<file path="config.mk">
export PLATFORM = sky130hd
export DESIGN_NAME = dcache_tag_store
export DESIGN_NICKNAME = d
export VERILOG_FILES = /design/src/source/dcache_pkg.sv /design/src/source/dcache_tag_store.sv
export SDC_FILE = /design/constraint.sdc
export NUM_CORES = 2
export LEC_CHECK = 0
export BUFFER_PORTS_ARGS = -buffer_cell sky130_fd_sc_hd__buf_4
export CORE_MARGIN = 4
export CORE_UTILIZATION = 50
export CTS_CLUSTER_DIAMETER = 150
export DETAILED_ROUTE_END_ITERATION = 7
export HOLD_SLACK_MARGIN = 0.12
export PLACE_DENSITY = 0.68
export SYNTH_ARGS = -nofsm -noshare
export SYNTH_HDL_FRONTEND = slang
export SYNTH_SLANG_ARGS = --single-unit
</file>
<file path="constraint.sdc">
create_clock -name I_clk -period 5.11 [get_ports I_clk]
set_input_delay 0.7665 -clock I_clk [delete_from_list [all_inputs] [get_ports I_clk]]
set_output_delay 0.7665 -clock I_clk [all_outputs]
set_load 0.01 [all_outputs]
</file>
<file path="src/source/dcache_pkg.sv">
`default_nettype none

package dcache_pkg;

    ////////////////////////////////////////
    // cache geometry
    ////////////////////////////////////////
    localparam int LINE_BYTES = 32;
    localparam int WAYS       = 2;
    localparam int SETS       = 64;
    localparam int OFFSET_W   = 5;
    localparam int INDEX_W    = 6;
    localparam int TAG_W      = 21;
    localparam int LINE_W     = LINE_BYTES * 8;
    localparam int BEATS      = 4;
    localparam int BEAT_W     = LINE_W / BEATS;

    // every line transfer is 4 beats of 8 bytes, incrementing
    localparam logic [7:0] BURST_LEN  = 8'd3;
    localparam logic [2:0] BURST_SIZE = 3'd3;
    localparam logic [1:0] BURST_INCR = 2'd1;

    typedef enum logic [2:0] {
        IDLE,
        RD_HIT,
        WR_HIT,
        MISS_AR,
        RELOAD,
        WRITE_BACK,
        ALLOCATE
    } cache_state_e;

    typedef enum logic [1:0] {
        WB_IDLE,
        WB_AW,
        WB_DATA,
        WB_RESP
    } wb_state_e;

    ////////////////////////////////////////
    // port bundles
    ////////////////////////////////////////
    typedef struct packed {
        logic              rd;
        logic              wr;
        logic [31:0]       addr;
        logic [BEAT_W-1:0] wdata;
        logic [7:0]        wmask;
    } cpu_req_t;

    typedef struct packed {
        logic              ready;
        logic              rvalid;
        logic              bvalid;
        logic [BEAT_W-1:0] rdata;
    } cpu_rsp_t;

    typedef struct packed {
        logic        arvalid;
        logic [31:0] araddr;
        logic [7:0]  arlen;
        logic [2:0]  arsize;
        logic [1:0]  arburst;
        logic        rready;
    } axi_rd_req_t;

    typedef struct packed {
        logic              arready;
        logic              rvalid;
        logic [BEAT_W-1:0] rdata;
        logic              rlast;
    } axi_rd_rsp_t;

    typedef struct packed {
        logic              awvalid;
        logic [31:0]       awaddr;
        logic [7:0]        awlen;
        logic [2:0]        awsize;
        logic [1:0]        awburst;
        logic              wvalid;
        logic [BEAT_W-1:0] wdata;
        logic [7:0]        wstrb;
        logic              wlast;
        logic              bready;
    } axi_wr_req_t;

    typedef struct packed {
        logic awready;
        logic wready;
        logic bvalid;
    } axi_wr_rsp_t;

endpackage

`default_nettype wire

</file>
<file path="src/source/dcache_tag_store.sv">
`timescale 1ns/1ps
`default_nettype none

module dcache_tag_store (
    input  logic                           I_clk,
    input  logic                           I_rst,
    input  logic [31:0]                    lookup_addr,
    input  logic [dcache_pkg::INDEX_W-1:0] op_index,
    input  logic                           op_way,
    input  logic [dcache_pkg::TAG_W-1:0]   alloc_tag,
    input  logic                           alloc_en,
    input  logic                           dirty_set,
    input  logic                           dirty_clr,
    output logic                           hit,
    output logic                           hit_way,
    output logic                           victim_way,
    output logic                           victim_dirty,
    output logic [dcache_pkg::TAG_W-1:0]   victim_tag
);
    import dcache_pkg::*;

    logic [TAG_W-1:0]          tag_mem [SETS][WAYS];
    logic [SETS-1:0][WAYS-1:0] valid_q;
    logic [SETS-1:0][WAYS-1:0] dirty_q;

    logic [TAG_W-1:0]   lk_tag;
    logic [INDEX_W-1:0] lk_index;
    logic               way0_hit;
    logic               way1_hit;

    assign lk_tag   = lookup_addr[31 -: TAG_W];
    assign lk_index = lookup_addr[OFFSET_W +: INDEX_W];

    // compare both ways of the set
    assign way0_hit = valid_q[lk_index][0] && (tag_mem[lk_index][0] == lk_tag);
    assign way1_hit = valid_q[lk_index][1] && (tag_mem[lk_index][1] == lk_tag);
    assign hit      = way0_hit | way1_hit;
    assign hit_way  = way1_hit;

    // way1 on a way1 hit, or on a miss when only way1 is still empty
    assign victim_way = way1_hit
                      | (~hit & valid_q[lk_index][0] & ~valid_q[lk_index][1]);

    assign victim_dirty = dirty_q[lk_index][victim_way];
    assign victim_tag   = tag_mem[lk_index][victim_way];

    always_ff @(posedge I_clk) begin
        if (alloc_en) begin
            tag_mem[op_index][op_way] <= alloc_tag;
        end
    end

    always_ff @(posedge I_clk) begin
        if (I_rst) begin
            valid_q <= '0;
            dirty_q <= '0;
        end else begin
            if (alloc_en) begin
                valid_q[op_index][op_way] <= 1'b1;
            end
            // a store marks the line, a finished write-back cleans it
            if (dirty_set) begin
                dirty_q[op_index][op_way] <= 1'b1;
            end else if (dirty_clr) begin
                dirty_q[op_index][op_way] <= 1'b0;
            end
        end
    end

endmodule

`default_nettype wire

</file>
[Yosys cells after proc, flatten, opt, wreduce, memory -nomap -nowiden]
Memories as Yosys holds them, arrays and structs flattened.
Cells that the tools add are included.
Operators by class
  magnitude comparators: 9
  equal/unequal tests: 2
  multiplexer cells: 19
  bitwise operators: 12
  reductions and logical operators: 6
Operators by type and width (count)
  2-to-1 mux 128 bit: 2
  bitwise OR 128 bit: 2
  bitwise AND 128 bit: 1
  NOT 128 bit: 1
  2-to-1 mux 21 bit: 4
  == test 21 bit: 2
  2-to-1 mux 42 bit: 1
  binary-select mux 2 bit (select 6 bit): 2
  demux 21 bit (select 1 bit): 1
  less-than comparator 6 x 7 -> 1 bit, second input constant: 2
  demux 2 bit (select 6 bit): 1
  greater-or-equal comparator 6 x 1 -> 1 bit, second input constant: 1
  2-to-1 mux 2 bit: 3
  logical AND 1 bit: 5
  greater-or-equal comparator 2 bit, second input constant: 2
  less-than comparator 1 x 2 -> 1 bit, second input constant: 2
  2-to-1 mux 1 bit: 4
  NOT 1 -> 2 bit: 2
  bitwise AND 1 bit: 2
  less-than comparator 2 x 1 -> 1 bit, second input constant: 1
  NOT 1 bit: 2
  bitwise OR 1 bit: 2
  nonzero test 2 bit: 1
  demux 1 bit (select 1 bit): 1
  greater-or-equal comparator 1 bit, second input constant: 1
Storage, ports and cells
  register bits after elaboration: 256
  memory bits (writable): 2688
  output and inout bits: 25
  logic and storage cells: 177
  memories kept: 1
Memory list
  tag_mem: words 64, width 42, read ports 1, clocked after Yosys merged registers in 0, write ports 1, RTL line dcache_tag_store.sv:22  | logic [TAG_W-1:0] tag_mem [SETS][WAYS];

[Logic depth before layout (Yosys ltp)]
  depth in word-level cells: 12
  depth in mapped cells: 18

[Least setup slack after synthesis]
Ideal clock, no wire load.
  kind: in2out
  start point: in lookup_addr[5]
  end point: out victim_dirty
  data arrival time: 4.143 ns
  path slack: 0.201 ns
  stages on the path: 13
  path through: buf_6 -> buf_6 -> buf_6 -> buf_6 -> buf_6 -> buf_6 -> buf_4 -> buf_2 -> buf_2 -> mux4_2 -> mux4_2 -> mux4_2 -> mux2_4
Between the ends
  word-level cells in the longest chain between the ends: 10
  elaborated cells between the ends (all ways): 17
  those cells by class: 2 x eq/ne; 6 x mux; 6 x bitwise; 2 x reduce/logical; 1 x memory
RTL lines
  start: declaration: RTL line dcache_tag_store.sv:7  | input logic [31:0] lookup_addr,
  memory read (64 x 42 bit) or binary-select mux 2 bit (select 6 bit) (tied branches)
  == test 21 bit (tied with other cells): RTL line dcache_tag_store.sv:35  | assign way0_hit = valid_q[lk_index][0] && (tag_mem[lk_index][0] == lk_tag);
  logical AND 1 bit (on tied branches): RTL line dcache_tag_store.sv:35, dcache_tag_store.sv:36
  bitwise OR 1 bit: RTL line dcache_tag_store.sv:37  | assign hit = way0_hit | way1_hit;
  NOT 1 bit: RTL line dcache_tag_store.sv:42  | | (~hit & valid_q[lk_index][0] & ~valid_q[lk_index][1]);
  bitwise AND 1 bit (2 in a row): RTL line dcache_tag_store.sv:42
  bitwise OR 1 bit: RTL line dcache_tag_store.sv:42
  2-to-1 mux 1 bit (not written as such) * (2 in a row): RTL line dcache_tag_store.sv:44  | assign victim_dirty = dirty_q[lk_index][victim_way];
  end: declaration: RTL line dcache_tag_store.sv:17  | output logic victim_dirty,
Every way passes the cells marked *; elsewhere a longest branch is shown, timed or not. The select of a mux whose other input is x is not followed.

[Final worst setup path]
  start point: in lookup_addr[6]
  end point: out victim_tag[19] (netlist name)
Between the ends
  word-level cells in the longest chain between the ends: 12
  elaborated cells between the ends (all ways): 17
  those cells by class: 2 x eq/ne; 5 x mux; 7 x bitwise; 2 x reduce/logical; 1 x memory
RTL lines
  memory read (64 x 42 bit) or binary-select mux 2 bit (select 6 bit) (tied branches)
  == test 21 bit (tied with other cells): RTL line dcache_tag_store.sv:35
  logical AND 1 bit (on tied branches): RTL line dcache_tag_store.sv:35, dcache_tag_store.sv:36
  bitwise OR 1 bit: RTL line dcache_tag_store.sv:37
  NOT 1 bit: RTL line dcache_tag_store.sv:42
  bitwise AND 1 bit (2 in a row): RTL line dcache_tag_store.sv:42
  bitwise OR 1 bit: RTL line dcache_tag_store.sv:42
  NOT 1 -> 2 bit (not written as such): RTL line dcache_tag_store.sv:45  | assign victim_tag = tag_mem[lk_index][victim_way];
  2-to-1 mux 21 bit (not written as such) * (3 in a row): RTL line dcache_tag_store.sv:45
  end: declaration: RTL line dcache_tag_store.sv:18  | output logic [dcache_pkg::TAG_W-1:0] victim_tag
Marks and branches as above.

==> out/results.ini <==
[floorplan]
rows = 176
dieArea_um2 = 241000
core_area_um2 = 231000
ios = 90
start_util_pct = 50.4
fp.dieW_um = 490
fp.dieH_um = 490

[sta]
final.min_clock_period_ns = 5.70
worst_slack_ns = -0.587
holdWs_ns = 0.283
fin_skew_ns = 0
clock.fmax_ghz = 0.176
hold_viol_final = 0
setup_violations = 24
grt_setup_unrepaired = true
slew_headroom_pct = 12.5
tightest_slew_ns = 1.31
fin_crit_sh_pct = 111
drv_slew = 0

[synth]
yosysWarnings = 0
synth_nets = 6508
yosysSeqAreaShare_pct = 73.8
syn_avg_cell_area_um2 = 18.1
synth_top_area_cell = edfxtp_1
async_flop_share_pct = 0
yosysMostFrequentCell = edfxtp_1
ys_top_cells_by_area = edfxtp_1 69%, mux4_2 10%, dfxtp_1 4.4%, mux2i_1 4.4%, nor2_1 1.7%
synth_edf_count = 2688
yosysTopAreaCellShare_pct = 69.4
synth-seq-cells = 2944
synth.distinct_cells = 91
syn-cell-area_um2 = 116000
synth_common_cells = 2,688 x edfxtp_1, 532 x mux4_2, 512 x nor2_1
synthCells = 6443
synth_ff_type = edfxtp_1

[finish]
final_core_util_pct = 60.7
final_layout_size_suffix_gt1_share_pct = 31.9
nets = 7568
area_growth_pct = 20.4
final_area_um2 = 140000

[critical_path]
path_max_fanout = 13
critical_path.cell_chain = buf_16, buf_16, buf_4, buf_4, nand3b_1, o21ai_0, o41ai_2, o31ai_4, buf_4, a2111o_1, or4_4, a21oi_4, buf_12, buf_12, mux2_4, buf_6
crit_buf_inv = 8
cp_top_family = compound AO/OA/AOI/OAI gates
start_kind = primary input
arrival_ns = 4.93
required_ns = 4.34
cp-end-kind = primary output
startpoint = lookup_addr[6]
worst_path_most_repeated_cell = buf_4
max_stage_delay_ns = 0.57
worstSetupPathType = in -> out
cpMaxStageDelayCell = or4_4

[global_routing]
antenna_found_initial = 31
grt_overflow = 0
grt_max_degree = 129
grtUsageTotal_pct = 33.5
grt_pass1_wl_mm = 557
grt_pass1_vias = 68300

[placement]
gp_congestion = 1.10
place_area_um2 = 128000
dp_hpwl_mm = 260
portBuffers = 84
pre_cts_slack_ns = -1.16

[clocking]
cts_root_buf = clkbuf_16
cts_tree = yes
numCtsBuffers = 318
clkSlewWorstSetupHoldPaths_ns = 0.06
clk_latency_ns = 0.90
clk_path_buf_depth = 4
clkSinkCount = 2944
cts_max_level = 5

[min_path]
min_from = alloc_tag[15]
hold_path_class = in -> reg

[pwr]
power.density_nw_per_um2 = 377
p_leak_nw = 47.5
vdd_ir_drop_max_mv = 0.314

[routing]
firstDrtPassIters = 7
wl_per_cell_um = 38.1
via_per_inst = 6.68
routed_wl_mm = 410
num_vias = 72000
drtIter0Drc = 13400
drtAntennaViolNets = 0
drcViolationCount = 0

[outcome]
status = complete, but fails checks
violations = negative setup slack

[flow_run]
cap_viol_max_count = 0

-- final timing paths --
path                                         to  slack, ns  depth (start not counted)
worst min register to register       valid_q[4]       0.47                          2
worst max register to register        flip-flop       4.38                          2
worst max-delay path             victim_tag[19]      -0.59                         16
worst min-delay path            tag_mem[50][15]       0.28                          1
-- stage by stage --
| step | TNS (ns) | cells | total power [mW] |
|---|---|---|---|
| after floorplan | 0 | 6443 | 28.4 |
| after global placement | -22.47 | 10100 | 30.6 |
| after detailed placement | -24.13 | 10100 | 30.6 |
| after CTS | -9.24 | 10800 | 52.8 |
| after global routing | -11.68 | 10800 | 54.1 |
| final | -11.89 | 10800 | 52.9 |
-- final cells by class --
cell class                      count  area, µm²
Sequential cell                  2944      85800
Inverter                           18       83.8
Clock buffer                      408       8680
Fill cell                       16400      90600
Tap cell                         3026       3790
Clock inverter                    153       1340
Timing Repair Buffer             1147      11000
Multi-Input combinational cell   3074      29400
Antenna cell                       13       32.5
-- registers in the layout, indices dropped and copies added (netlist names), named ones only --
register,flops
tag_mem,2688
valid_q,128
-- cells in the final DEF, fill, tap and decap left out, types with 13 or more instances in the layout --
| master | Yosys | routed |
|---|---|---|
| edfxtp_1 | 2688 | 2688 |
| buf_4 | 62 | 941 |
| mux4_2 | 532 | 532 |
| mux2i_1 | 509 | 496 |
| nor2_1 | 512 | 374 |
| clkbuf_16 | 0 | 329 |
| nand3_1 | 270 | 258 |
| dfxtp_1 | 256 | 256 |
| nand2_1 | 214 | 212 |
| a21oi_1 | 191 | 182 |
| a22oi_1 | 181 | 172 |
| o21ai_0 | 162 | 157 |
| buf_12 | 1 | 133 |
| nor2_2 | 1 | 129 |
| clkbuf_1 | 176 | 60 |
| clkinv_2 | 0 | 55 |
| clkinv_1 | 1 | 50 |
| o22ai_1 | 53 | 49 |
| buf_6 | 52 | 42 |
| and3_1 | 33 | 31 |
| mux2_2 | 24 | 23 |
| clkbuf_8 | 0 | 22 |
| bufinv_16 | 0 | 21 |
| and2_1 | 21 | 20 |
| nor3_1 | 25 | 20 |
| nand4_1 | 20 | 20 |
| nand2b_1 | 18 | 16 |
| a22o_1 | 16 | 16 |
| buf_16 | 0 | 16 |
| a221oi_1 | 27 | 15 |
| xnor2_1 | 16 | 15 |
| diode_2 | 0 | 13 |
| a31oi_1 | 16 | 13 |
| nor2b_1 | 25 | 13 |
| or2_2 | 13 | 13 |
-- cell families after synthesis --
| family | share of synthesized area [%] |
|---|---|
| AOI/OAI and AO/OA | 4.25 |
| xor gates and xnor gates | 0.158 |
| buffers and inverters | 2.05 |
| DFF | 73.8 |
| muxes | 15.0 |
| and+or+nand+nor | 4.77 |
-- timing repair --
item | in CTS | in global routing
buffers inserted | 57 | 20
hold endpoints to repair | 0 | 0
gates resized for setup | 188 | 73
pin swaps | 38 | 33
endpoints found under the setup margin | 25 | 25
hold buffers | 0 | 0
gates cloned | 9 | 3
-- where the power goes --
group / internal, mW / total (mW) / switching, mW
registers: 26.3 / 26.4 / 0.0242
logic: 1.58 / 4.14 / 2.56
clock network: 13.0 / 22.4 / 9.32
total: 41.0 / 52.9 / 11.9
-- layer usage --
layer	routed length [µm]	share of wire [%]	vias up	global-route usage [%]
met3	57500	14	1028	10.5
met5	73	0.018	-	0.0794
met1	146000	36	37100	45.3
li1	-	-	28000	-
met2	182000	44	5822	49.6
met4	24200	5.9	12	16.3
Power figures use the tool's default switching activity.
