### config.mk
export PLATFORM = sky130hd
export DESIGN_NAME = dcache_axi_master
export DESIGN_NICKNAME = d
export VERILOG_FILES = /design/src/source/dcache_pkg.sv /design/src/source/dcache_axi_master.sv
export SDC_FILE = /design/constraint.sdc
export NUM_CORES = 1
export LEC_CHECK = 0
export ABC_AREA = 1
export BUFFER_PORTS_ARGS = -buffer_cell sky130_fd_sc_hd__buf_2
export CAP_MARGIN = 20
export CORE_AREA = 2 2 317 319
export CTS_CLUSTER_DIAMETER = 150
export CTS_CLUSTER_SIZE = 25
export DETAILED_ROUTE_END_ITERATION = 12
export DIE_AREA = 0 0 319 321
export HOLD_SLACK_MARGIN = 0.06
export PLACE_DENSITY = 0.31
export SETUP_SLACK_MARGIN = 0.1
export SYNTH_ARGS = -nofsm -noshare
export SYNTH_HDL_FRONTEND = slang
export SYNTH_SLANG_ARGS = --single-unit
### constraint.sdc
create_clock -name I_clk -period 2 [get_ports I_clk]
set_input_delay 0.1 -clock I_clk [delete_from_list [all_inputs] [get_ports I_clk]]
set_output_delay 0.1 -clock I_clk [all_outputs]
set_load 0.03 [all_outputs]
### src/source/dcache_pkg.sv
`default_nettype none

package dcache_pkg;

    ////////////////////////////////////////
    // cache geometry
    ////////////////////////////////////////
    localparam int LINE_BYTES = 32;
    localparam int WAYS       = 2;
    localparam int SETS       = 64;
    localparam int OFFSET_W   = 5;
    localparam int INDEX_W    = 6;
    localparam int TAG_W      = 21;
    localparam int LINE_W     = LINE_BYTES * 8;
    localparam int BEATS      = 4;
    localparam int BEAT_W     = LINE_W / BEATS;

    // every line transfer is 4 beats of 8 bytes, incrementing
    localparam logic [7:0] BURST_LEN  = 8'd3;
    localparam logic [2:0] BURST_SIZE = 3'd3;
    localparam logic [1:0] BURST_INCR = 2'd1;

    typedef enum logic [2:0] {
        IDLE,
        RD_HIT,
        WR_HIT,
        MISS_AR,
        RELOAD,
        WRITE_BACK,
        ALLOCATE
    } cache_state_e;

    typedef enum logic [1:0] {
        WB_IDLE,
        WB_AW,
        WB_DATA,
        WB_RESP
    } wb_state_e;

    ////////////////////////////////////////
    // port bundles
    ////////////////////////////////////////
    typedef struct packed {
        logic              rd;
        logic              wr;
        logic [31:0]       addr;
        logic [BEAT_W-1:0] wdata;
        logic [7:0]        wmask;
    } cpu_req_t;

    typedef struct packed {
        logic              ready;
        logic              rvalid;
        logic              bvalid;
        logic [BEAT_W-1:0] rdata;
    } cpu_rsp_t;

    typedef struct packed {
        logic        arvalid;
        logic [31:0] araddr;
        logic [7:0]  arlen;
        logic [2:0]  arsize;
        logic [1:0]  arburst;
        logic        rready;
    } axi_rd_req_t;

    typedef struct packed {
        logic              arready;
        logic              rvalid;
        logic [BEAT_W-1:0] rdata;
        logic              rlast;
    } axi_rd_rsp_t;

    typedef struct packed {
        logic              awvalid;
        logic [31:0]       awaddr;
        logic [7:0]        awlen;
        logic [2:0]        awsize;
        logic [1:0]        awburst;
        logic              wvalid;
        logic [BEAT_W-1:0] wdata;
        logic [7:0]        wstrb;
        logic              wlast;
        logic              bready;
    } axi_wr_req_t;

    typedef struct packed {
        logic awready;
        logic wready;
        logic bvalid;
    } axi_wr_rsp_t;

endpackage

`default_nettype wire

### src/source/dcache_axi_master.sv
`timescale 1ns/1ps
`default_nettype none

module dcache_axi_master (
    input  logic                          I_clk,
    input  logic                          I_rst,
    input  logic                          refill_start,
    input  logic [31:0]                   refill_addr,
    input  logic                          wb_start,
    input  logic [31:0]                   wb_addr,
    input  logic [dcache_pkg::LINE_W-1:0] wb_line,
    output logic                          refill_done,
    output logic                          wb_done,
    output logic [dcache_pkg::LINE_W-1:0] line_buf,
    output dcache_pkg::axi_rd_req_t       axi_rd_req,
    input  dcache_pkg::axi_rd_rsp_t       axi_rd_rsp,
    output dcache_pkg::axi_wr_req_t       axi_wr_req,
    input  dcache_pkg::axi_wr_rsp_t       axi_wr_rsp
);
    import dcache_pkg::*;

    logic                     ar_pend;
    logic [31:0]              ar_addr;
    logic [31:0]              aw_addr;
    wb_state_e                wb_state_q;
    wb_state_e                wb_state_d;
    logic [$clog2(BEATS)-1:0] wb_beat;
    logic                     w_fire;

    ////////////////////////////////////////
    // refill read burst
    ////////////////////////////////////////
    always_ff @(posedge I_clk) begin
        if (I_rst) begin
            ar_pend <= 1'b0;
        end else if (refill_start) begin
            ar_pend <= 1'b1;
        end else if (axi_rd_rsp.arready) begin
            ar_pend <= 1'b0;
        end
    end

    always_ff @(posedge I_clk) begin
        if (refill_start) begin
            ar_addr <= refill_addr;
        end
    end

    // beats shift in from the top, first beat ends up lowest
    always_ff @(posedge I_clk) begin
        if (axi_rd_rsp.rvalid) begin
            line_buf <= {axi_rd_rsp.rdata, line_buf[LINE_W-1:BEAT_W]};
        end
    end

    assign refill_done = axi_rd_rsp.rvalid && axi_rd_rsp.rlast;

    assign axi_rd_req.arvalid = ar_pend;
    assign axi_rd_req.araddr  = ar_addr;
    assign axi_rd_req.arlen   = BURST_LEN;
    assign axi_rd_req.arsize  = BURST_SIZE;
    assign axi_rd_req.arburst = BURST_INCR;
    assign axi_rd_req.rready  = 1'b1;

    ////////////////////////////////////////
    // victim write-back burst
    ////////////////////////////////////////
    always_ff @(posedge I_clk) begin
        if (I_rst) begin
            wb_state_q <= WB_IDLE;
        end else begin
            wb_state_q <= wb_state_d;
        end
    end

    always_comb begin
        wb_state_d = wb_state_q;
        case (wb_state_q)
            WB_IDLE: wb_state_d = wb_start ? WB_AW : WB_IDLE;
            WB_AW:   wb_state_d = axi_wr_rsp.awready ? WB_DATA : WB_AW;
            WB_DATA: wb_state_d = (w_fire && axi_wr_req.wlast) ? WB_RESP : WB_DATA;
            WB_RESP: wb_state_d = axi_wr_rsp.bvalid ? WB_IDLE : WB_RESP;
            default: wb_state_d = WB_IDLE;
        endcase
    end

    always_ff @(posedge I_clk) begin
        if (wb_start) begin
            aw_addr <= wb_addr;
        end
    end

    assign w_fire = axi_wr_req.wvalid && axi_wr_rsp.wready;

    // beat counter wraps back to zero after the last beat
    always_ff @(posedge I_clk) begin
        if (I_rst) begin
            wb_beat <= '0;
        end else if (w_fire) begin
            wb_beat <= wb_beat + 1'b1;
        end
    end

    assign wb_done = (wb_state_q == WB_RESP) && axi_wr_rsp.bvalid;

    assign axi_wr_req.awvalid = (wb_state_q == WB_AW);
    assign axi_wr_req.awaddr  = aw_addr;
    assign axi_wr_req.awlen   = BURST_LEN;
    assign axi_wr_req.awsize  = BURST_SIZE;
    assign axi_wr_req.awburst = BURST_INCR;
    assign axi_wr_req.wvalid  = (wb_state_q == WB_DATA);
    assign axi_wr_req.wdata   = wb_line[wb_beat*BEAT_W +: BEAT_W];
    assign axi_wr_req.wstrb   = '1;
    assign axi_wr_req.wlast   = axi_wr_req.wvalid && (wb_beat == BEATS - 1);
    assign axi_wr_req.bready  = 1'b1;

endmodule

`default_nettype wire

# Word-level counts from Yosys, hierarchy flattened
# Cells that the tools add are included.
# totals
wordCells	26
ff_bits	325
inputBits	394
output_inout_bits	426
# op_classes
reduce_logical	7
shift	1
n_addsub	1
mux	7
eq_ne	4
# ops
cell	count
$shiftx 256x9->64	1
$pmux 2 s4	1
$eq 2x2->1 const B	3
$logic_and 1x1->1	5
$mux 1	4
$mux 2	2
$add 2x1->2 const B	1
$eq 2x1->1 const B	1
$logic_not 2->1	1
$reduce_bool 2->1	1

# Depth between registers and ports, before layout
# Gate-level depths: netlist (run 1).
# depth
depth_word	5
mapped_depth	6
ltp_nobuf	5

# Least setup slack after synthesis (run 1)
# Ideal clock, no wire load.
# synth_timing
kind	reg2out
start	register wb_beat[0]
end	output port axi_wr_req[10] (netlist name)
stages_incl_launch_ff	7
n_path_buf	3
required_time_ps	1900
arrival_ps	1346
slack_ps	554
path_cell_list	dfxtp_1 > buf_6 > inv_4 > buf_6 > buf_6 > o21ai_1 > o22ai_1
# synth_rtl
item	line_no	rtl
start, declared	dcache_axi_master.sv:27	logic [$clog2(BEATS)-1:0] wb_beat;
start signal, assigned	dcache_axi_master.sv:100	wb_beat <= wb_beat + 1'b1;
end, declared	dcache_axi_master.sv:17	output dcache_pkg::axi_wr_req_t axi_wr_req,

==> results of run 1 <==
## layout make-up
cell class	instances	area, sq um	area share (%)
flip-flops and latches	325	9717	48.05
repair buffers	961	6167	30.49
multi-input cells	380	2140	10.58
well taps	1298	1624	8.030
clock buffers	18	450.4	2.227
clock inverters	5	71.32	0.3526
inverters	10	45.04	0.2227
diodes	4	10.01	0.04949
## synth_stat cells
master      n  area share [%]
a21oi_1     5            0.21
buf_2       7            0.29
buf_4      41             2.6
buf_6      13             1.2
clkbuf_1   17            0.53
clkinv_1    1           0.031
conb_1      2           0.062
dfxtp_1     5            0.83
edfxtp_1  320              80
ha_1        1            0.10
inv_1       8            0.25
inv_4       1           0.052
nand2_1     8            0.25
nand3_1     1           0.042
nand4_1     1           0.052
nor2_1    124             3.9
nor2_2     10            0.52
nor3_1      1           0.042
o21ai_0    83             3.5
o21ai_1    45             1.9
o21bai_1    1           0.062
o22ai_1    54             2.8
o22ai_2    10             1.0
## worst max-delay path by stage
| stage | end | depth (start not counted) | slack (ns) | from |
|---|---|---|---|---|
| after detailed placement | axi_wr_req[29] | 4 | 0.26 | wb_beat[1] |
| after CTS | axi_wr_req[11] | 5 | -0.02 | wb_beat[0] |
| after global routing | axi_wr_req[68] | 5 | -0.04 | wb_beat[0] |
| after global placement | axi_wr_req[33] | 5 | 0.28 | wb_beat[1] |
| final | axi_wr_req[12] | 4 | 0.05 | wb_beat[1] |
| after floorplan | axi_wr_req[10] | 6 | 0.55 | wb_beat[0] |
## per-stage QoR
stage	cells	area [sq um]
finish	3001	20220
CTS	2987	19790
global route	3001	20220
floorplan	793	12160
detailed placement	2818	17440
global placement	2818	17440
## worst reg2reg max path, delay by kind of cell (launching register included)
family | cells | cell delay, ns
buffers and inverters | 3 | 0.83
DFF | 1 | 0.47
adders and majority gates | 1 | 0.18
AOI/OAI and AO/OA | 1 | 0.15
and+or+nand+nor | 1 | 0.10
## registers in the layout, indices dropped and copies added (netlist names)
| register | count |
|---|---|
| line_buf | 256 |
| ar_addr | 32 |
| aw_addr | 32 |
| wb_beat | 2 |
| wb_state_q | 2 |
| ar_pend | 1 |
## routing by layer
layer,wire [um],part of all wire [%],track usage (%)
met5,35,0.060,0
met4,1505,2.6,3.312
met3,6012,10,4.080
met2,28890,49,18.07
met1,21970,38,11.62
## timing repair
action / in CTS / in global routing
endpoints found under the setup margin: 65 / 64
hold buffers: 138 / 0
gates resized for setup: 113 / 101
endpoints found under the hold margin: 192 / 0
pin swaps: 3 / 38
setup buffers: 4 / 4
cloned: 4 / 6
## cell families (layout without fill, tap and decap cells)
logic type | Yosys count | count (layout) | synth area share (%)
flip-flops | 325 | 325 | 80.69
AO/OA/AOI/OAI | 198 | 198 | 9.442
AND/OR/NAND/NOR | 145 | 145 | 4.773
buffers and inverters | 88 | 994 | 4.929
other | 2 | 40 | 0.06241
adder cells (fa/ha/maj) | 1 | 1 | 0.1040
## where the power goes
part | internal [W] | switching [W]
combinational | 0.00108 | 0.00217
clock | 0.00171 | 0.00240
sequential | 0.00802 | 0.000192
==> flow_summary_export.csv, run 1 <==
group,metric,value,unit
status,outcome,"complete, no violations",
drt,ant_nets,0,
global_route,first_global_vias,10540,
placed_design,hpwlAfterDp,45080,um
clocking,clk_latency,0.56,ns
timing,fin_setup_tns,0,ns
final_layout,nets,2091,
placed_design,gp_congestion,0.9384,
hold_path,min_to,"ar_addr[22]",
floorplanning,fp.dieH,321,um
yosys,syn_area_per_cell,15.85,sq um
pwr,power_density,769.8,nW/um^2
final_layout,fin_util,20.37,%
pwr,ir_drop,512.9,uV
timing,fin_skew,0.03197,ns
floorplanning,core_area,99280,sq um
worst_setup_path,reg2reg_slack,0.23,ns
pwr,power,0.01557,W
worst_setup_path,crit_path_start_kind,"flop",
final_layout,syn2layout_area_growth,68.08,%
floorplanning,start_util,12.12,%
placed_design,dp_slack,0.2550,ns
hold_path,hold_class,"input pin to flop",
drt,drt-vias-per-instance,3.405,
worst_setup_path,arrival,1.85,ns
drt,drt_iter0_drc,660,
hold_path,hold_start,"refill_addr[22]",
timing,hold_violations,0,
placed_design,io_buffers,783,
clocking,clk_path_buf_depth,3,
drt,postRouteWirelength,58410,um
clocking,cts_tree,"done",
timing,drv_slew,0,
hold_path,whs_path_depth,2,
floorplanning,ioPinCount,820,
worst_setup_path,rr_worst_depth,6,
worst_setup_path,critPathTopFamily,"buffers and inverters",
drt,drcViolationCount,0,
worst_setup_path,reg2reg_from,"wb_beat[0]",
drt,vias,10220,
global_route,antenna_found_initial,13,
worst_setup_path,crit_path_end_kind,"output pin",
yosys,synth-seq-area-share,80.69,%
yosys,syn_area,12030,sq um
global_route,grt_pass1_wl,77540,um
clocking,cts_made_buffers,18,
final_layout,fillCellCount,10910,
timing,fin_crit_sh,97.34,%
worst_setup_path,slowest_stage,"dfxtp_4",
yosys,synth_warnings,0,
worst_setup_path,reg2reg_to,"wb_state_q[0]",
drt,routedWlPerCell,19.46,um
timing,fin_crit,1.947,ns
yosys,yosys.cell_types.count,23,
clocking,htree_levels,1,
timing,fmax,513.7,MHz
drt,dr.pass1.iters,6,
final_layout,layout_common_cells,"717 x buf_2, 320 x edfxtp_1, 138 x dlygate4sd3_1",
yosys,synth_cells,759,
final_layout,layout.cells.most_common,"buf_2",
clocking,clk_pin_slew_worst_paths,0.10,ns
worst_setup_path,slowest_delay,0.43,ns
timing,rsz0062_at_grt,"yes",
floorplanning,std_cell_rows,116,
yosys,synth_seq_cells,325,
final_layout,drive_above_1_share,54.50,%
timing,finalSetupViolations,0,
worst_setup_path,path_class,"flop to output pin",
clocking,cts_sinks,325,
floorplanning,die_w,319,um
global_route,grt.overflow.total,0,
worst_setup_path,path_buf_inv,2,
run,maxCapViolations,0,
worst_setup_path,crit_fanout,30,
timing,holdWs,0.2336,ns
worst_setup_path,crit_chain,"buf_6 > o21ai_0 > o22ai_1 > buf_4",
global_route,grt_max_degree,65,
timing,setup_ws,0.05322,ns
floorplanning,die_area,102400,sq um
pwr,static-leakage-power,8.320,nW
worst_setup_path,worst_ep_required_time,1.90,ns
clocking,cts_root_buf,"clkbuf_16",
global_route,grtUsageTotal,10.39,%
Note: power is estimated with default switching activity, not from simulation.
==> run 2, diff against run 1 <==
--- a/config.mk
+++ b/config.mk
@@ -14,7 +14,7 @@
 export DETAILED_ROUTE_END_ITERATION = 12
 export DIE_AREA = 0 0 319 321
 export HOLD_SLACK_MARGIN = 0.06
-export PLACE_DENSITY = 0.31
+export PLACE_DENSITY_LB_ADDON = 0.15
 export SETUP_SLACK_MARGIN = 0.1
 export SYNTH_ARGS = -nofsm -noshare
 export SYNTH_HDL_FRONTEND = slang
==> flow_summary_export.csv, run 2 (synthesized netlist as in run 1, its figures left out) <==
group,metric,value,unit
placed_design,io_buffers,783,
timing,fmax,510.5,MHz
final_layout,largest_reg_flops,256,
final_layout,layout_common_cells,"717 x buf_2, 320 x edfxtp_1, 136 x dlygate4sd3_1",
pwr,power_frac_comb,21.7,%
worst_setup_path,arrival,1.86,ns
floorplanning,ioPinCount,820,
worst_setup_path,reg2reg_to,"wb_state_q[0]",
global_route,grtUsageTotal,11.56,%
clocking,clk_latency,0.55,ns
clocking,cts_sinks,325,
final_layout,syn2layout_area_growth,74.56,%
drt,vias,10330,
timing,fin_crit_sh,97.94,%
worst_setup_path,rr_worst_depth,6,
floorplanning,die_w,319,um
final_layout,top_register,"line_buf",
worst_setup_path,critPathTopFamily,"buffers and inverters",
drt,ant_nets,0,
pwr,power_switching,0.004876,W
drt,postRouteWirelength,64370,um
clocking,clk_path_buf_depth,3,
worst_setup_path,crit_path_end_kind,"output pin",
hold_path,hold_start,"wb_start",
final_layout,nets,2108,
placed_design,gp_congestion,0.9638,
timing,max_slew.worst_pin.slew,0.7919,ns
final_layout,layout.area.seq,9717,sq um
worst_setup_path,slowest_delay,0.38,ns
pwr,seqPwrFrac,51.6,%
global_route,grt.overflow.total,0,
global_route,grt_max_degree,46,
global_route,first_global_vias,10620,
worst_setup_path,cp_common_cell,"buf_6",
drt,drt_iter0_drc,579,
pwr,swShare,30.65,%
worst_setup_path,reg2reg_from,"wb_beat[0]",
timing,drv_slew,0,
global_route,grt_pass1_wl,84160,um
timing,rsz0062_at_grt,"yes",
pwr,static-leakage-power,8.626,nW
worst_setup_path,slowest_stage,"dfxtp_4",
hold_path,min_to,"aw_addr[6]",
status,outcome,"complete, no violations",
pwr,power,0.01591,W
drt,dr.pass1.iters,4,
pwr,power_density,757.6,nW/um^2
hold_path,whs_path_depth,1,
clocking,cts_made_buffers,18,
final_layout,fillCellCount,10960,
timing,hold_violations,0,
pwr,p_clk_share,26.8,%
drt,drcViolationCount,0,
clocking,cts_tree,"done",
floorplanning,std_cell_rows,116,
worst_setup_path,path_buf_inv,5,
timing,maxSlewHeadroom,47.20,%
final_layout,multi_input_area,2436,sq um
floorplanning,core_area,99280,sq um
drt,routedWlPerCell,21.31,um
pwr,internal_power,0.01104,W
worst_setup_path,reg2reg_slack,0.23,ns
hold_path,hold_class,"input pin to flop",
final_layout,drive_above_1_share,57.30,%
final_layout,finalInstanceArea,21000,sq um
worst_setup_path,path_class,"flop to output pin",
run,maxCapViolations,0,
clocking,clk_pin_slew_worst_paths,0.11,ns
worst_setup_path,crit_path_start_kind,"flop",
worst_setup_path,crit_chain,"buf_12 > clkinv_16 > buf_16 > buf_6 > o21ai_2 > o22ai_2 > buf_6",
drt,drt-vias-per-instance,3.419,
floorplanning,fp.dieH,321,um
timing,fin_crit,1.959,ns
clocking,cts_root_buf,"clkbuf_16",
floorplanning,start_util,12.12,%
final_layout,top_regs,"line_buf (256), ar_addr (32), aw_addr (32)",
worst_setup_path,worst_ep_required_time,1.90,ns
worst_setup_path,crit_fanout,8,
global_route,antenna_found_initial,25,
timing,fin_skew,0.01774,ns
final_layout,layout.cells.most_common,"buf_2",
floorplanning,die_area,102400,sq um
worst_setup_path,startpoint,"wb_beat[0]",
pwr,ir_drop,542.7,uV
timing,finalSetupViolations,0,
placed_design,dpl_cell_area,17500,sq um
clocking,htree_levels,1,
placed_design,hpwlAfterDp,49770,um
==> run 2: cell types whose count changed in the layout (fill, tap and decap cells not counted), sizes merged <==
cell,delta
buf,+14
bufinv,+1
clkbuf,+6
clkinv,+2
diode,-1
dlygate4sd3,-2
inv,-1
==> run 2: layout make-up <==
cell class,count,share of cell area [%]
antenna,3,0.03574
clock buffer,21,2.198
clock inverter,5,0.4944
inverter,10,0.3395
multi-input combinational,380,11.60
sequential,325,46.26
tap,1298,7.732
timing repair buffer,976,31.26
timing repair inverter,2,0.08340
==> run 2: worst max path at each step <==
stage	endpoint	cells after the start
detailed placement	axi_wr_req[44]	5
finish	axi_wr_req[50]	7
floorplan	axi_wr_req[10]	6
global route	axi_wr_req[50]	7
global placement	axi_wr_req[44]	5
CTS	axi_wr_req[44]	5
==> run 2: metrics by stage <==
stage	setup slack [ns]	hold WS [ns]	util (%)	setup TNS (ns)	cells
floorplan	0.5541	0.1691	-	0	793
global placement	0.05367	0.2783	17.63	0	2822
detailed placement	0.05368	0.2781	17.63	0	2822
CTS	0.001721	0.1280	20.41	0	3006
global route	-0.06975	0.1719	21.16	-0.8641	3020
finish	0.04119	0.1799	21.16	0	3020
==> run 2: layer usage <==
layer	vias to the layer above	GRT usage (%)	wire, um
li1	4678	-	-
met2	587	21.03	32240
met5	-	0	79
met1	4966	11.91	23000
met4	12	2.600	1519
met3	82	5.623	7521
==> run 2: power by group through the flow <==
stage,combinational [W],sequential [W],clock [W]
final,0.00345,0.00820,0.00426
after CTS,0.00338,0.00822,0.00459
after global routing,0.00364,0.00826,0.00477
after global placement,0.00295,0.00836,0
after detailed placement,0.00293,0.00838,0
after floorplan,0.000623,0.00927,0
==> run 2: repair_timing <==
action,CTS,global route
hold buffers,136,0
buffers inserted,12,3
hold endpoints to repair,191,0
pin swaps,20,21
endpoints found under the setup margin,65,65
resized for setup,150,146
gates cloned,10,8
