==> config.mk <==
export PLATFORM = sky130hd
export DESIGN_NAME = dcache_ctrl
export DESIGN_NICKNAME = d
export VERILOG_FILES = /design/src/source/dcache_pkg.sv /design/src/source/dcache_ctrl.sv
export SDC_FILE = /design/constraint.sdc
export NUM_CORES = 1
export LEC_CHECK = 0
export ABC_AREA = 1
export BUFFER_PORTS_ARGS = -buffer_cell sky130_fd_sc_hd__buf_4
export CORE_AREA = 2 2 438 440
export CTS_BUF_LIST = sky130_fd_sc_hd__clkbuf_8
export DETAILED_ROUTE_END_ITERATION = 6
export DIE_AREA = 0 0 440 442
export GPL_TIMING_DRIVEN = 0
export PLACE_DENSITY = 0.34
export SETUP_SLACK_MARGIN = 0.2
export SLEW_MARGIN = 10
export SYNTH_ARGS = -nofsm -noshare
export SYNTH_HDL_FRONTEND = slang
export SYNTH_SLANG_ARGS = --single-unit
==> constraint.sdc <==
create_clock -name I_clk -period 11.7 [get_ports I_clk]
set_clock_uncertainty 0.2 [all_clocks]
set_input_delay 3.51 -clock I_clk [delete_from_list [all_inputs] [get_ports I_clk]]
set_output_delay 3.51 -clock I_clk [all_outputs]
set_load 0.05 [all_outputs]
==> src/source/dcache_pkg.sv <==
`default_nettype none

package dcache_pkg;

    ////////////////////////////////////////
    // cache geometry
    ////////////////////////////////////////
    localparam int LINE_BYTES = 32;
    localparam int WAYS       = 2;
    localparam int SETS       = 64;
    localparam int OFFSET_W   = 5;
    localparam int INDEX_W    = 6;
    localparam int TAG_W      = 21;
    localparam int LINE_W     = LINE_BYTES * 8;
    localparam int BEATS      = 4;
    localparam int BEAT_W     = LINE_W / BEATS;

    // every line transfer is 4 beats of 8 bytes, incrementing
    localparam logic [7:0] BURST_LEN  = 8'd3;
    localparam logic [2:0] BURST_SIZE = 3'd3;
    localparam logic [1:0] BURST_INCR = 2'd1;

    typedef enum logic [2:0] {
        IDLE,
        RD_HIT,
        WR_HIT,
        MISS_AR,
        RELOAD,
        WRITE_BACK,
        ALLOCATE
    } cache_state_e;

    typedef enum logic [1:0] {
        WB_IDLE,
        WB_AW,
        WB_DATA,
        WB_RESP
    } wb_state_e;

    ////////////////////////////////////////
    // port bundles
    ////////////////////////////////////////
    typedef struct packed {
        logic              rd;
        logic              wr;
        logic [31:0]       addr;
        logic [BEAT_W-1:0] wdata;
        logic [7:0]        wmask;
    } cpu_req_t;

    typedef struct packed {
        logic              ready;
        logic              rvalid;
        logic              bvalid;
        logic [BEAT_W-1:0] rdata;
    } cpu_rsp_t;

    typedef struct packed {
        logic        arvalid;
        logic [31:0] araddr;
        logic [7:0]  arlen;
        logic [2:0]  arsize;
        logic [1:0]  arburst;
        logic        rready;
    } axi_rd_req_t;

    typedef struct packed {
        logic              arready;
        logic              rvalid;
        logic [BEAT_W-1:0] rdata;
        logic              rlast;
    } axi_rd_rsp_t;

    typedef struct packed {
        logic              awvalid;
        logic [31:0]       awaddr;
        logic [7:0]        awlen;
        logic [2:0]        awsize;
        logic [1:0]        awburst;
        logic              wvalid;
        logic [BEAT_W-1:0] wdata;
        logic [7:0]        wstrb;
        logic              wlast;
        logic              bready;
    } axi_wr_req_t;

    typedef struct packed {
        logic awready;
        logic wready;
        logic bvalid;
    } axi_wr_rsp_t;

endpackage

`default_nettype wire

==> src/source/dcache_ctrl.sv <==
`timescale 1ns/1ps
`default_nettype none

module dcache_ctrl (
    input  logic                              I_clk,
    input  logic                              I_rst,
    input  dcache_pkg::cpu_req_t              cpu_req,
    output dcache_pkg::cpu_rsp_t              cpu_rsp,
    input  logic                              hit,
    input  logic                              victim_dirty,
    input  logic                              hit_way,
    input  logic                              victim_way,
    input  logic                              refill_done,
    input  logic                              wb_done,
    input  logic [dcache_pkg::LINE_W-1:0]     line_rdata,
    input  logic [dcache_pkg::LINE_W-1:0]     line_buf,
    output logic                              refill_start,
    output logic                              wb_start,
    output logic [31:0]                       refill_addr,
    output logic                              alloc_en,
    output logic                              dirty_set,
    output logic                              dirty_clr,
    output logic [dcache_pkg::INDEX_W-1:0]    arr_addr,
    output logic                              arr_way,
    output logic                              arr_wen,
    output logic [dcache_pkg::LINE_W-1:0]     arr_wdata,
    output logic [dcache_pkg::LINE_BYTES-1:0] arr_bmask,
    output logic [31:0]                       wb_addr,
    input  logic [dcache_pkg::TAG_W-1:0]      victim_tag,
    output logic [31:0]                       lookup_addr,
    output logic [dcache_pkg::INDEX_W-1:0]    op_index,
    output logic                              op_way,
    output logic [dcache_pkg::TAG_W-1:0]      alloc_tag
);
    import dcache_pkg::*;

    cache_state_e state_q;
    cache_state_e state_d;

    logic [31:0]               lat_addr;
    logic                      lat_wr;
    logic [BEAT_W-1:0]         lat_wdata;
    logic [BEAT_W/8-1:0]       lat_wmask;
    logic [$clog2(BEATS)-1:0]  lat_beat;
    logic                      ready;
    logic                      accept;
    logic                      acc_way;
    logic [LINE_BYTES-1:0]     merge_mask;
    logic [LINE_W-1:0]         wide_wdata;
    logic [LINE_W-1:0]         merged_line;
    logic [LINE_W-1:0]         rsp_line;

    assign ready   = (state_q == IDLE) || (state_q == RD_HIT) || (state_q == WR_HIT);
    assign accept  = ready && (cpu_req.rd || cpu_req.wr);
    assign acc_way = hit ? hit_way : victim_way;

    ////////////////////////////////////////
    // request capture
    ////////////////////////////////////////
    always_ff @(posedge I_clk) begin
        if (I_rst) begin
            lat_wr <= 1'b0;
            op_way <= 1'b0;
        end else if (accept) begin
            lat_wr <= cpu_req.wr;
            op_way <= acc_way;
        end
    end

    always_ff @(posedge I_clk) begin
        if (accept) begin
            lat_addr  <= cpu_req.addr;
            lat_wdata <= cpu_req.wdata;
            lat_wmask <= cpu_req.wmask;
        end
    end

    assign lat_beat  = lat_addr[OFFSET_W-1:3];
    assign op_index  = lat_addr[OFFSET_W +: INDEX_W];
    assign alloc_tag = lat_addr[31 -: TAG_W];

    // live address while taking requests, held address during a miss
    assign lookup_addr = ready ? cpu_req.addr : lat_addr;

    ////////////////////////////////////////
    // main FSM
    ////////////////////////////////////////
    always_ff @(posedge I_clk) begin
        if (I_rst) begin
            state_q <= IDLE;
        end else begin
            state_q <= state_d;
        end
    end

    always_comb begin
        state_d = state_q;
        case (state_q)
            IDLE, RD_HIT, WR_HIT: begin
                if (!accept) begin
                    state_d = IDLE;
                end else if (!hit) begin
                    state_d = MISS_AR;
                end else begin
                    state_d = cpu_req.wr ? WR_HIT : RD_HIT;
                end
            end
            MISS_AR:    state_d = RELOAD;
            RELOAD: begin
                if (refill_done) begin
                    state_d = victim_dirty ? WRITE_BACK : ALLOCATE;
                end
            end
            WRITE_BACK: state_d = wb_done ? ALLOCATE : WRITE_BACK;
            ALLOCATE:   state_d = lat_wr ? WR_HIT : IDLE;
            default:    state_d = IDLE;
        endcase
    end

    // memory side requests
    assign refill_start = (state_q == MISS_AR);
    assign refill_addr  = {lat_addr[31:OFFSET_W], {OFFSET_W{1'b0}}};
    assign wb_start     = (state_q == RELOAD) && refill_done && victim_dirty;
    assign wb_addr      = {victim_tag, op_index, {OFFSET_W{1'b0}}};

    // tag table updates
    assign alloc_en  = (state_q == ALLOCATE);
    assign dirty_set = (state_q == WR_HIT);
    assign dirty_clr = (state_q == WRITE_BACK) && wb_done;

    ////////////////////////////////////////
    // data array port
    ////////////////////////////////////////
    // store bytes of a write miss go into the refilled line
    assign wide_wdata = {BEATS{lat_wdata}};
    assign merge_mask = lat_wr ? ({{(LINE_BYTES-8){1'b0}}, lat_wmask} << {lat_beat, 3'b000})
                               : '0;

    always_comb begin
        for (int b = 0; b < LINE_BYTES; b++) begin
            merged_line[8*b +: 8] = merge_mask[b] ? wide_wdata[8*b +: 8] : line_buf[8*b +: 8];
        end
    end

    // hit writes land in the accept cycle, allocation writes the whole line
    assign arr_addr  = accept ? cpu_req.addr[OFFSET_W +: INDEX_W] : op_index;
    assign arr_way   = accept ? acc_way : op_way;
    assign arr_wen   = (accept && cpu_req.wr && hit) || alloc_en;
    assign arr_wdata = alloc_en ? merged_line : {BEATS{cpu_req.wdata}};
    assign arr_bmask = alloc_en ? '1
                     : ({{(LINE_BYTES-8){1'b0}}, cpu_req.wmask}
                        << {cpu_req.addr[OFFSET_W-1:3], 3'b000});

    // cpu response
    assign rsp_line       = alloc_en ? line_buf : line_rdata;
    assign cpu_rsp.ready  = ready;
    assign cpu_rsp.rvalid = (state_q == RD_HIT) || (alloc_en && !lat_wr);
    assign cpu_rsp.bvalid = (state_q == WR_HIT);
    assign cpu_rsp.rdata  = rsp_line[lat_beat*BEAT_W +: BEAT_W];

endmodule

`default_nettype wire

==> After elaboration in Yosys (flattened, before gate mapping) <==
Index checks and enable logic that the tools add are counted.
{ "totals": {"word_cells": 79, "output_inout_bits": 492, "ramBits": 0, "latch_bits": 0, "romBits": 0, "mem_count": 0, "ff_bits": 109, "input_bits": 647} }
{ "classes": {"mul": 0, "bitwise": 0, "n_eq_ne": 7, "mux": 48, "n_div": 0, "order_cmp": 0, "reduce_logical": 15, "shift": 3, "n_addsub": 0} }
{ "op_table": {"columns": ["operator", "n"], "rows": [
  ["two-way mux 256 bit", 2],
  ["two-way mux 8 bit", 32],
  ["variable part select 256 x 9 -> 64 bit", 1],
  ["two-way mux 32 bit", 3],
  ["left shift 8 x 5 -> 32 bit", 2],
  ["case mux 3 bit (5 select lines)", 1],
  ["two-way mux 2 bit", 6],
  ["== test 3 bit, second input constant", 3],
  ["logical AND 1 bit", 7],
  ["== test 3 x 2 -> 1 bit, second input constant", 2],
  ["two-way mux 6 bit", 1],
  ["logical OR 1 bit", 5],
  ["== test 3 x 1 -> 1 bit, second input constant", 1],
  ["logical NOT 3 bit", 1],
  ["two-way mux 3 bit", 1],
  ["OR reduction 3 bit", 1],
  ["two-way mux 1 bit", 2],
  ["!= test 2 bit, second input constant", 1],
  ["logical NOT 1 bit", 1]
]} }

==> Longest topological paths before layout <==
Gate-level depths: netlist of run 1.
{ "depth": {"ltp_word": 7, "depth_mapped": 10, "depth_no_buf": 7} }

==> Least setup slack after synthesis of run 1 <==
No wires, ideal clock.
{ "synth_timing": {"path_kind": "in2out", "from": "input port cpu_req[75] (netlist name)", "to": "output port lookup_addr[3]", "arrival_ps": 5128, "t_required_ps": 7990, "slack_ps": 2862, "cell_stages": 3, "path_buffers": 1, "cell_sequence": "clkbuf_1 clkinv_1 o21ai_0"} }
{ "synth_via": {"elab_chain_len": 1} }
{ "synth_lines": {"columns": ["element", "line", "text"], "rows": [
  ["start: declaration", "dcache_ctrl.sv:7", "input dcache_pkg::cpu_req_t cpu_req,"],
  ["two-way mux 32 bit", "dcache_ctrl.sv:83", "assign lookup_addr = ready ? cpu_req.addr : lat_addr;"],
  ["end: declaration", "dcache_ctrl.sv:30", "output logic [31:0] lookup_addr,"]
]} }
No other way between the ends.

==> Final worst setup path of run 1 <==
{ "layout_timing": {"from": "input port cpu_req[75] (netlist name)", "to": "output port arr_bmask[3] (netlist name)"} }
{ "layout_via": {"elab_chain_len": 2} }
{ "layout_lines": {"columns": ["element", "line", "text"], "rows": [
  ["left shift 8 x 5 -> 32 bit", "dcache_ctrl.sv:151", ": ({{(LINE_BYTES-8){1'b0}}, cpu_req.wmask}"],
  ["two-way mux 32 bit", "dcache_ctrl.sv:150", "assign arr_bmask = alloc_en ? '1"],
  ["end: declaration", "dcache_ctrl.sv:27", "output logic [dcache_pkg::LINE_BYTES-1:0] arr_bmask,"]
]} }
No other way between the ends.

==> impl.org, run 1 <==
** Worst setup path
- Class of the most critical setup path :: input port to output port
- STA puts the critical path data arrival time at between 4 and 5 ns.
- Of all nets on the critical path, the largest fanout is 9.
- Kind of capture point of the worst setup path :: output port
- STA puts the critical path data required time at 7.99 ns.
- Startpoint Class :: input port

** Synth
- Combined area of all synthesized cells :: 0.0164 sq mm
- Post-synth top area cell :: nand2_1
- Largest cells by area after synthesis :: nand2_1 28%, edfxtp_1 19%, inv_1 14%, o21ai_0 11%, nand3_1 7.9%
- Post-synthesis share of cell area spent on full adders, half adders and majority gates :: 0%
- Post-synthesis compound-gate area fraction :: 17.2%
- In this run, distinct cell masters in the synthesized netlist total 23.
- Synthesis produced a netlist whose cell count is 3146.
- Synthesis inferred 109 register bits.
- Of the post-synthesis cell area, the dominant cell type holds approximately 28%.
- Multiplexer share of the synthesized area :: 0%
- Async S/R FF share, synth :: 0%
- The synthesized netlist devotes 0% of its cell area to XOR and XNOR gates.
- Total of warnings raised by yosys :: 0
- Of the synthesized area, sequential elements account for about a fifth.
- Yosys mapped a number of flops with a built-in enable equal to around 100.
- Avg Synthesized Cell Area :: 5.21 sq um
- Largest family of logic cells by synthesized area :: simple AND/OR/NAND/NOR gates
- Main synth FF type :: edfxtp_1
- The synthesized netlist devotes 39.2% of its cell area to simple gates.

** Global route
- Via count of the first global-routing pass :: 25500
- Global routing finished with a remaining overflow of 0.
- Largest net degree at the start of global routing :: 55
- For this run, the total global-route usage over all layers was measured as 21.2%.
- Wire length of the first global-routing pass :: 268 mm
- Initial antenna violation count :: 81

** STA
- Setup violations remaining at the end of the flow were counted as 0.
- Hold violation total from the final report :: 0
- Setup repair after global routing left no endpoint under its margin.
- Static timing analysis puts the maximum clock frequency at around 120 MHz.
- Final critical-path required period :: 8.67 ns
- Of the available clock period, the critical path in the final layout requires 74.1%.
- Transition time at the pin with the least slew margin :: ~1.3 ns
- Final Hold Slack :: around 0.40 ns
- Count of pins over their slew limit :: 0
- Worst relative slew slack :: 14.7%
- Setup total negative slack on the finished layout was measured at 0 ns.

** Die
- Starting density of the core :: about 8.7%
- Die Ht :: 442 um
- The floorplan has 160 rows.
- Area of the die :: 0.194 sq mm
- In this run the standard cell core region covers 0.190 sq mm.
- Pin placement for this block handled approximately 1100 I/O pins.
- The die is 440 um wide.

** Clocking
- Clock-pin slew was measured on the worst setup and hold paths at 0.17 ns.
- Total CTS buffers :: 9
- Number of hold buffers added after cts :: 0
- Buffers from clock root to sink, at most :: 2
- The root buffer cell chosen for the clock tree is clkbuf_8.
- In this run, post-CTS repair resized a total of 0 instances.
- Clock latency at the later pin of the worst-skew pair :: 0.60 ns
- Number of setup buffers added after CTS :: 0
- H-tree depth reported by CTS :: 3
- The clock drives 109 sinks.
- TritonCTS built the clock tree.

** Detailed routing
- Using the TritonRoute via totals, the vias-per-cell ratio works out to 3.84.
- Via Count :: 26200
- Count of TritonRoute iterations in the first routing pass :: 5
- After the first detailed-routing iteration, the DRC count stood at 2112.
- After detailed routing, the average wire length per cell comes to 31.5 um.
- For this block, the routed nets add up to 215 mm of wire.
- Residual DRC count :: 0
- Count of antenna-violating nets left after detailed routing :: 0

** Placed design
- Routability-driven placement congestion ratio :: roughly 0.93
- Once placement completed, the tool counted placed cells totaling 6774.
- HPWL after DPL :: 182 mm
- Port buffer count :: 1107

** Cells and area
- Final layout net count :: roughly 5000
- Flip-flop and latch area :: roughly 0.0032 sq mm
- The area growth from synthesis to layout is 72.1%.
- The multi-input combinational cells in the finished layout cover a total of 0.00930 sq mm.
- Once layout is complete, the cells apart from fillers number roughly 7000.
- Leading cell type in the layout, fill and taps excluded :: buf_4
- For this run, the share of the core covered by cells in the final layout is 14.9%.
- Most frequent cells in the layout :: 1233 x buf_4, 1223 x nand2_1, 598 x inv_1
- Counting the fill cells in the layout gives ~23000.
- In the final layout, the share of cells above drive strength 1 is 31.7%.

** Run
- The tool flagged a number of max-cap violations equal to 0.

** Power and ir drop
- Max IR drop VDD :: between 0.07 and 0.08 mV
- Leakage power total :: 15.7 nW
- Power comes to 0.00248 W.
- Pwr per Cell Area :: 87.9 mW/mm^2

** Min path
- Worst hold-check path type :: register to register

** Run status
- Status :: complete, no violations
worst max-delay path, stage by stage:
cell and delay (ns):
buf_4 0.11, clkbuf_1 0.34, clkinv_1 0.36, nand2_1 0.22, o21ai_0 0.16, buf_4 0.25
cells in the mapped netlist (16+ instances only):
cell and n:
a21oi_1 202, buf_1 16, nand2_1 1223, buf_2 78
nor2_1 39, inv_1 599, clkbuf_1 47, nor3_1 59
o21ai_0 353, nand3_1 259, buf_4 126, edfxtp_1 104
path summary, 6_finish.rpt:
path	cells past startpoint	endpoint	slack, ns	start
worst min-delay path	4	op_way	0.40	op_way
worst max register to register	8	lat_wdata[20]	8.71	state_q[2]
worst min register to register	4	op_way	0.40	op_way
worst max-delay path	6	arr_bmask[3]	3.03	cpu_req[75]
power breakdown:
part           switching [W]  leakage (nW)  total [W]  internal [W]
sequential         0.0000524          1.09   0.000528      0.000475
clock               0.000255         0.106   0.000341     0.0000864
combinational        0.00115          14.5    0.00161      0.000460
sequential cells by signal (all words and copies together), names as in the netlist:
signal and flops:
lat_wr 1, state_q 3, lat_wdata 64, lat_wmask 8, lat_addr 32, op_way 1
per-stage QoR:
stage / worst slack [ns] / instance area, sq um
floorplan: 2.86 / 16400
global placement: 2.29 / 27900
detailed placement: 3.04 / 27900
CTS: 3.04 / 28100
global route: 2.98 / 28200
finish: 3.03 / 28200
metal layers:
metal / GRT usage [%] / up-vias / wire [um]
li1: - / 11900 / -
met1: 24.0 / 12700 / 81700
met2: 38.4 / 1315 / 110000
met3: 5.91 / 246 / 17400
met4: 5.94 / 60 / 5160
met5: 0 / - / 391
cell families (layout without fill, tap and decap cells):
| family | after synthesis | in the layout |
|---|---|---|
| AO/OA/AOI/OAI | 564 | 564 |
| buffers and inverters | 877 | 2001 |
| flip-flops | 109 | 109 |
| other | 1 | 45 |
| AND/OR/NAND/NOR | 1595 | 1595 |
layout make-up:
type | count | share of cell area (%)
Antenna cell | 35 | 0.310
Clock inverter | 7 | 0.297
Timing Repair Buffer | 1108 | 29.5
Sequential cell | 109 | 11.4
Clock buffer | 9 | 0.439
Multi-Input combinational cell | 2169 | 32.9
Buffer | 275 | 5.92
Inverter | 602 | 8.03
Tap cell | 2511 | 11.1
Power figures use the tool's default switching activity.
==> run 2, diff against run 1 <==
--- a/config.mk
+++ b/config.mk
@@ -12,7 +12,7 @@
 export DETAILED_ROUTE_END_ITERATION = 6
 export DIE_AREA = 0 0 440 442
 export GPL_TIMING_DRIVEN = 0
-export PLACE_DENSITY = 0.34
+export PLACE_DENSITY = 0.35
 export SETUP_SLACK_MARGIN = 0.2
 export SLEW_MARGIN = 10
 export SYNTH_ARGS = -nofsm -noshare
==> constraint.sdc (replaced) <==
create_clock -name I_clk -period 7.3 [get_ports I_clk]
set_clock_uncertainty 0.2 [all_clocks]
set_input_delay 2.19 -clock I_clk [delete_from_list [all_inputs] [get_ports I_clk]]
set_output_delay 2.19 -clock I_clk [all_outputs]
set_load 0.05 [all_outputs]
==> impl.org, run 2 (same netlist as run 1, synthesis figures left out) <==
** Global route
- Initial antenna violation count :: 102
- Gr ovfl total :: 0
- Largest net degree at the start of global routing :: 66
- Global routing usage summed across all routing layers :: 21.4%
- The first global-routing pass estimated 270 mm of wire.
- Via count of the first global-routing pass :: 25900

** Cells and area
- Max FFs per register :: 64
- Ranked by flip-flop count, first place goes to lat_wdata.
- In the layout the commonest cells are 1234 x buf_4, 1223 x nand2_1, 597 x inv_1.
- Leaving out fill and tap cells, the most frequent cell in the layout is buf_4.
- Filler Cell Count :: 22600
- Across the whole layout, storage elements account for between 0.003 and 0.004 sq mm.
- Final standard cell area without fillers :: 0.0282 sq mm
- Area grow syn2layout :: 72.1%
- The largest registers in the layout are lat_wdata: 64 flops, lat_addr: 32 flops, lat_wmask: 8 flops.
- Cells fill 14.9% of the core in the end.
- In the final layout, the multi-input gates occupy 0.00930 sq mm.
- In the final layout, the share of cells above drive strength 1 is between 30% and 40%.
- Final layout net count :: between 4000 and 5000

** Placed design
- Routability-driven placement congestion ratio :: ~0.95
- Cell Area, Placed :: between 0.02 and 0.03 sq mm
- The wire-length estimate of the detail-placed layout is 182 mm.
- Port buffer count :: ~1100

** Detailed routing
- Routed length on met1 :: approximately 83 mm
- DRC violation total after the first TritonRoute iteration :: 2293
- Top layer in use :: met5
- Drt wl/cell :: approximately 32 um
- Count of antenna-violating nets left after detailed routing :: 0
- After detailed routing, the met2 layer carries 110 mm of wire.
- DR vias/cell :: 3.91
- Total routed wirelength :: 216 mm
- In the routed design, unresolved DRC markers number 0.
- Count of TritonRoute iterations in the first routing pass :: 6
- Met3 WL :: 16.2 mm
- The final route contains 26700 vias.

** STA
- RSZ-0062 raised after global routing :: false
- Max Clk Rate :: 150 MHz
- Setup violations remaining at the end of the flow were counted as 0.
- The final critical path takes up about nine tenths of the cycle.
- Hold violation total from the final report :: 0
- Count of pins over their slew limit :: 0
- Final critical-path required period :: 6.67 ns
- Transition time at the pin with the least slew margin :: ~1.2 ns
- Worst relative slew slack :: 17.7%

** Min path
- In this run the most critical hold path is launched from op_way.
- Worst Hold Path Cells :: 4
- In this run the worst hold path is classified as register to register.

** Die
- 1139 I/O pins were placed.
- Core Footprint :: 0.190 sq mm
- The initialized floorplan defines 160 standard-cell rows.
- X dimension of the die :: about 440 um
- Die Ht :: 442 um
- For this configuration, the core starts out at a cell density of a little under 9%.
- Area of the die :: 0.194 sq mm

** Run
- Max-cap violations in this run came to 0.

** Worst setup path
- Launch point of the worst path :: lat_addr[4]
- For the worst flop-to-flop path, the logic depth is 8.
- Class of the most critical setup path :: register to output port
- STA puts the critical path data arrival time at 4.28 ns.
- STA classifies the critical path startpoint as a register.
- Required time of the worst setup path :: 4.91 ns
- Of all nets on the critical path, the largest fanout is 10.
- In this run the critical register-to-register path is launched from state_q[2].
- STA classifies the critical path endpoint as an output port.

** Clocking
- Library cell used as clock root buffer :: clkbuf_8
- Counting the buffers created by CTS gives 9.
- No sink is reached through more buffers than the 2 on the longest clock path.
- TritonCTS built the clock tree.
- Number of clock sinks :: between 100 and 150
- Clock-pin slew was measured on the worst setup and hold paths at approximately 0.16 ns.
- Clock latency at the later pin of the worst-skew pair :: 0.62 ns
- After clock tree synthesis, the setup repair step added 0 buffers.
- H-tree depth reported by CTS :: 3

** Power and ir drop
- Leakage power total :: 15.7 nW
- Pwr per Cell Area :: about 140 mW/mm^2
- Max IR drop VDD :: 0.145 mV

** Run status
- Status :: complete, no violations
==> run 2: cell types whose count changed in the layout (fill, tap and decap cells not counted), sizes merged <==
cell | previous run | this run
inv | 605 | 603
diode | 35 | 40
clkinvlp | 0 | 1
buf | 1336 | 1337
clkinv | 4 | 5
==> run 2: path summary, 6_finish.rpt <==
check                       end  slack (ns)
hold / removal           op_way        0.41
setup / recovery  arr_wdata[92]        0.63
setup reg to reg  lat_wdata[12]        4.35
hold reg to reg          op_way        0.41
==> run 2: area by class of cell <==
| cell class | instances | share of cell area (%) |
|---|---|---|
| sequential | 109 | 11.4 |
| buffer | 275 | 5.93 |
| antenna | 40 | 0.355 |
| clock inverter | 7 | 0.199 |
| inverter | 602 | 8.04 |
| clock buffer | 9 | 0.439 |
| multi-input combinational | 2169 | 32.9 |
| tap | 2511 | 11.1 |
| timing repair buffer | 1109 | 29.6 |
==> run 2: worst max-delay path, stage by stage, from the launching register on <==
cell and delay (ns):
edfxtp_1 0.59, inv_1 0.14, nand2_2 0.59, buf_4 0.49, clkbuf_1 0.64, nor3_1 0.08, o21ai_0 0.74, buf_4 0.33
==> run 2: what timing repair did <==
item                                    in CTS  in global routing
resized for setup                            1                  0
hold buffers                                 0                  0
hold endpoints to repair                     0                  0
endpoints found under the setup margin       4                  0
==> run 2: routing by layer <==
layer  vias up  global-route usage [%]
li1      11900                       -
met1     13000                    24.5
met2      1437                    37.9
met3       287                    5.11
met4        70                    8.25
met5         -                       0
==> run 2: per-stage QoR <==
step	power, W	setup TNS (ns)	std cells	setup WS [ns]	hold slack, ns
after global routing	0.00413	0	6811	0.481	0.507
after detailed placement	0.00347	0	6775	0.771	0.404
after CTS	0.00406	0	6791	0.326	0.429
after global placement	0.00349	-89.36	6773	-0.921	0.405
after floorplan	0.00219	0	3155	1.10	0.304
final	0.00398	0	6831	0.635	0.414
==> run 2: report_power, final <==
part | internal (W) | total, W | switching, W | leakage, nW
Clock | 0.000129 | 0.000539 | 0.000411 | 0.0961
Combinational | 0.000739 | 0.00260 | 0.00186 | 14.5
Sequential | 0.000762 | 0.000841 | 0.0000791 | 1.09
Total | 0.00163 | 0.00398 | 0.00235 | 15.7
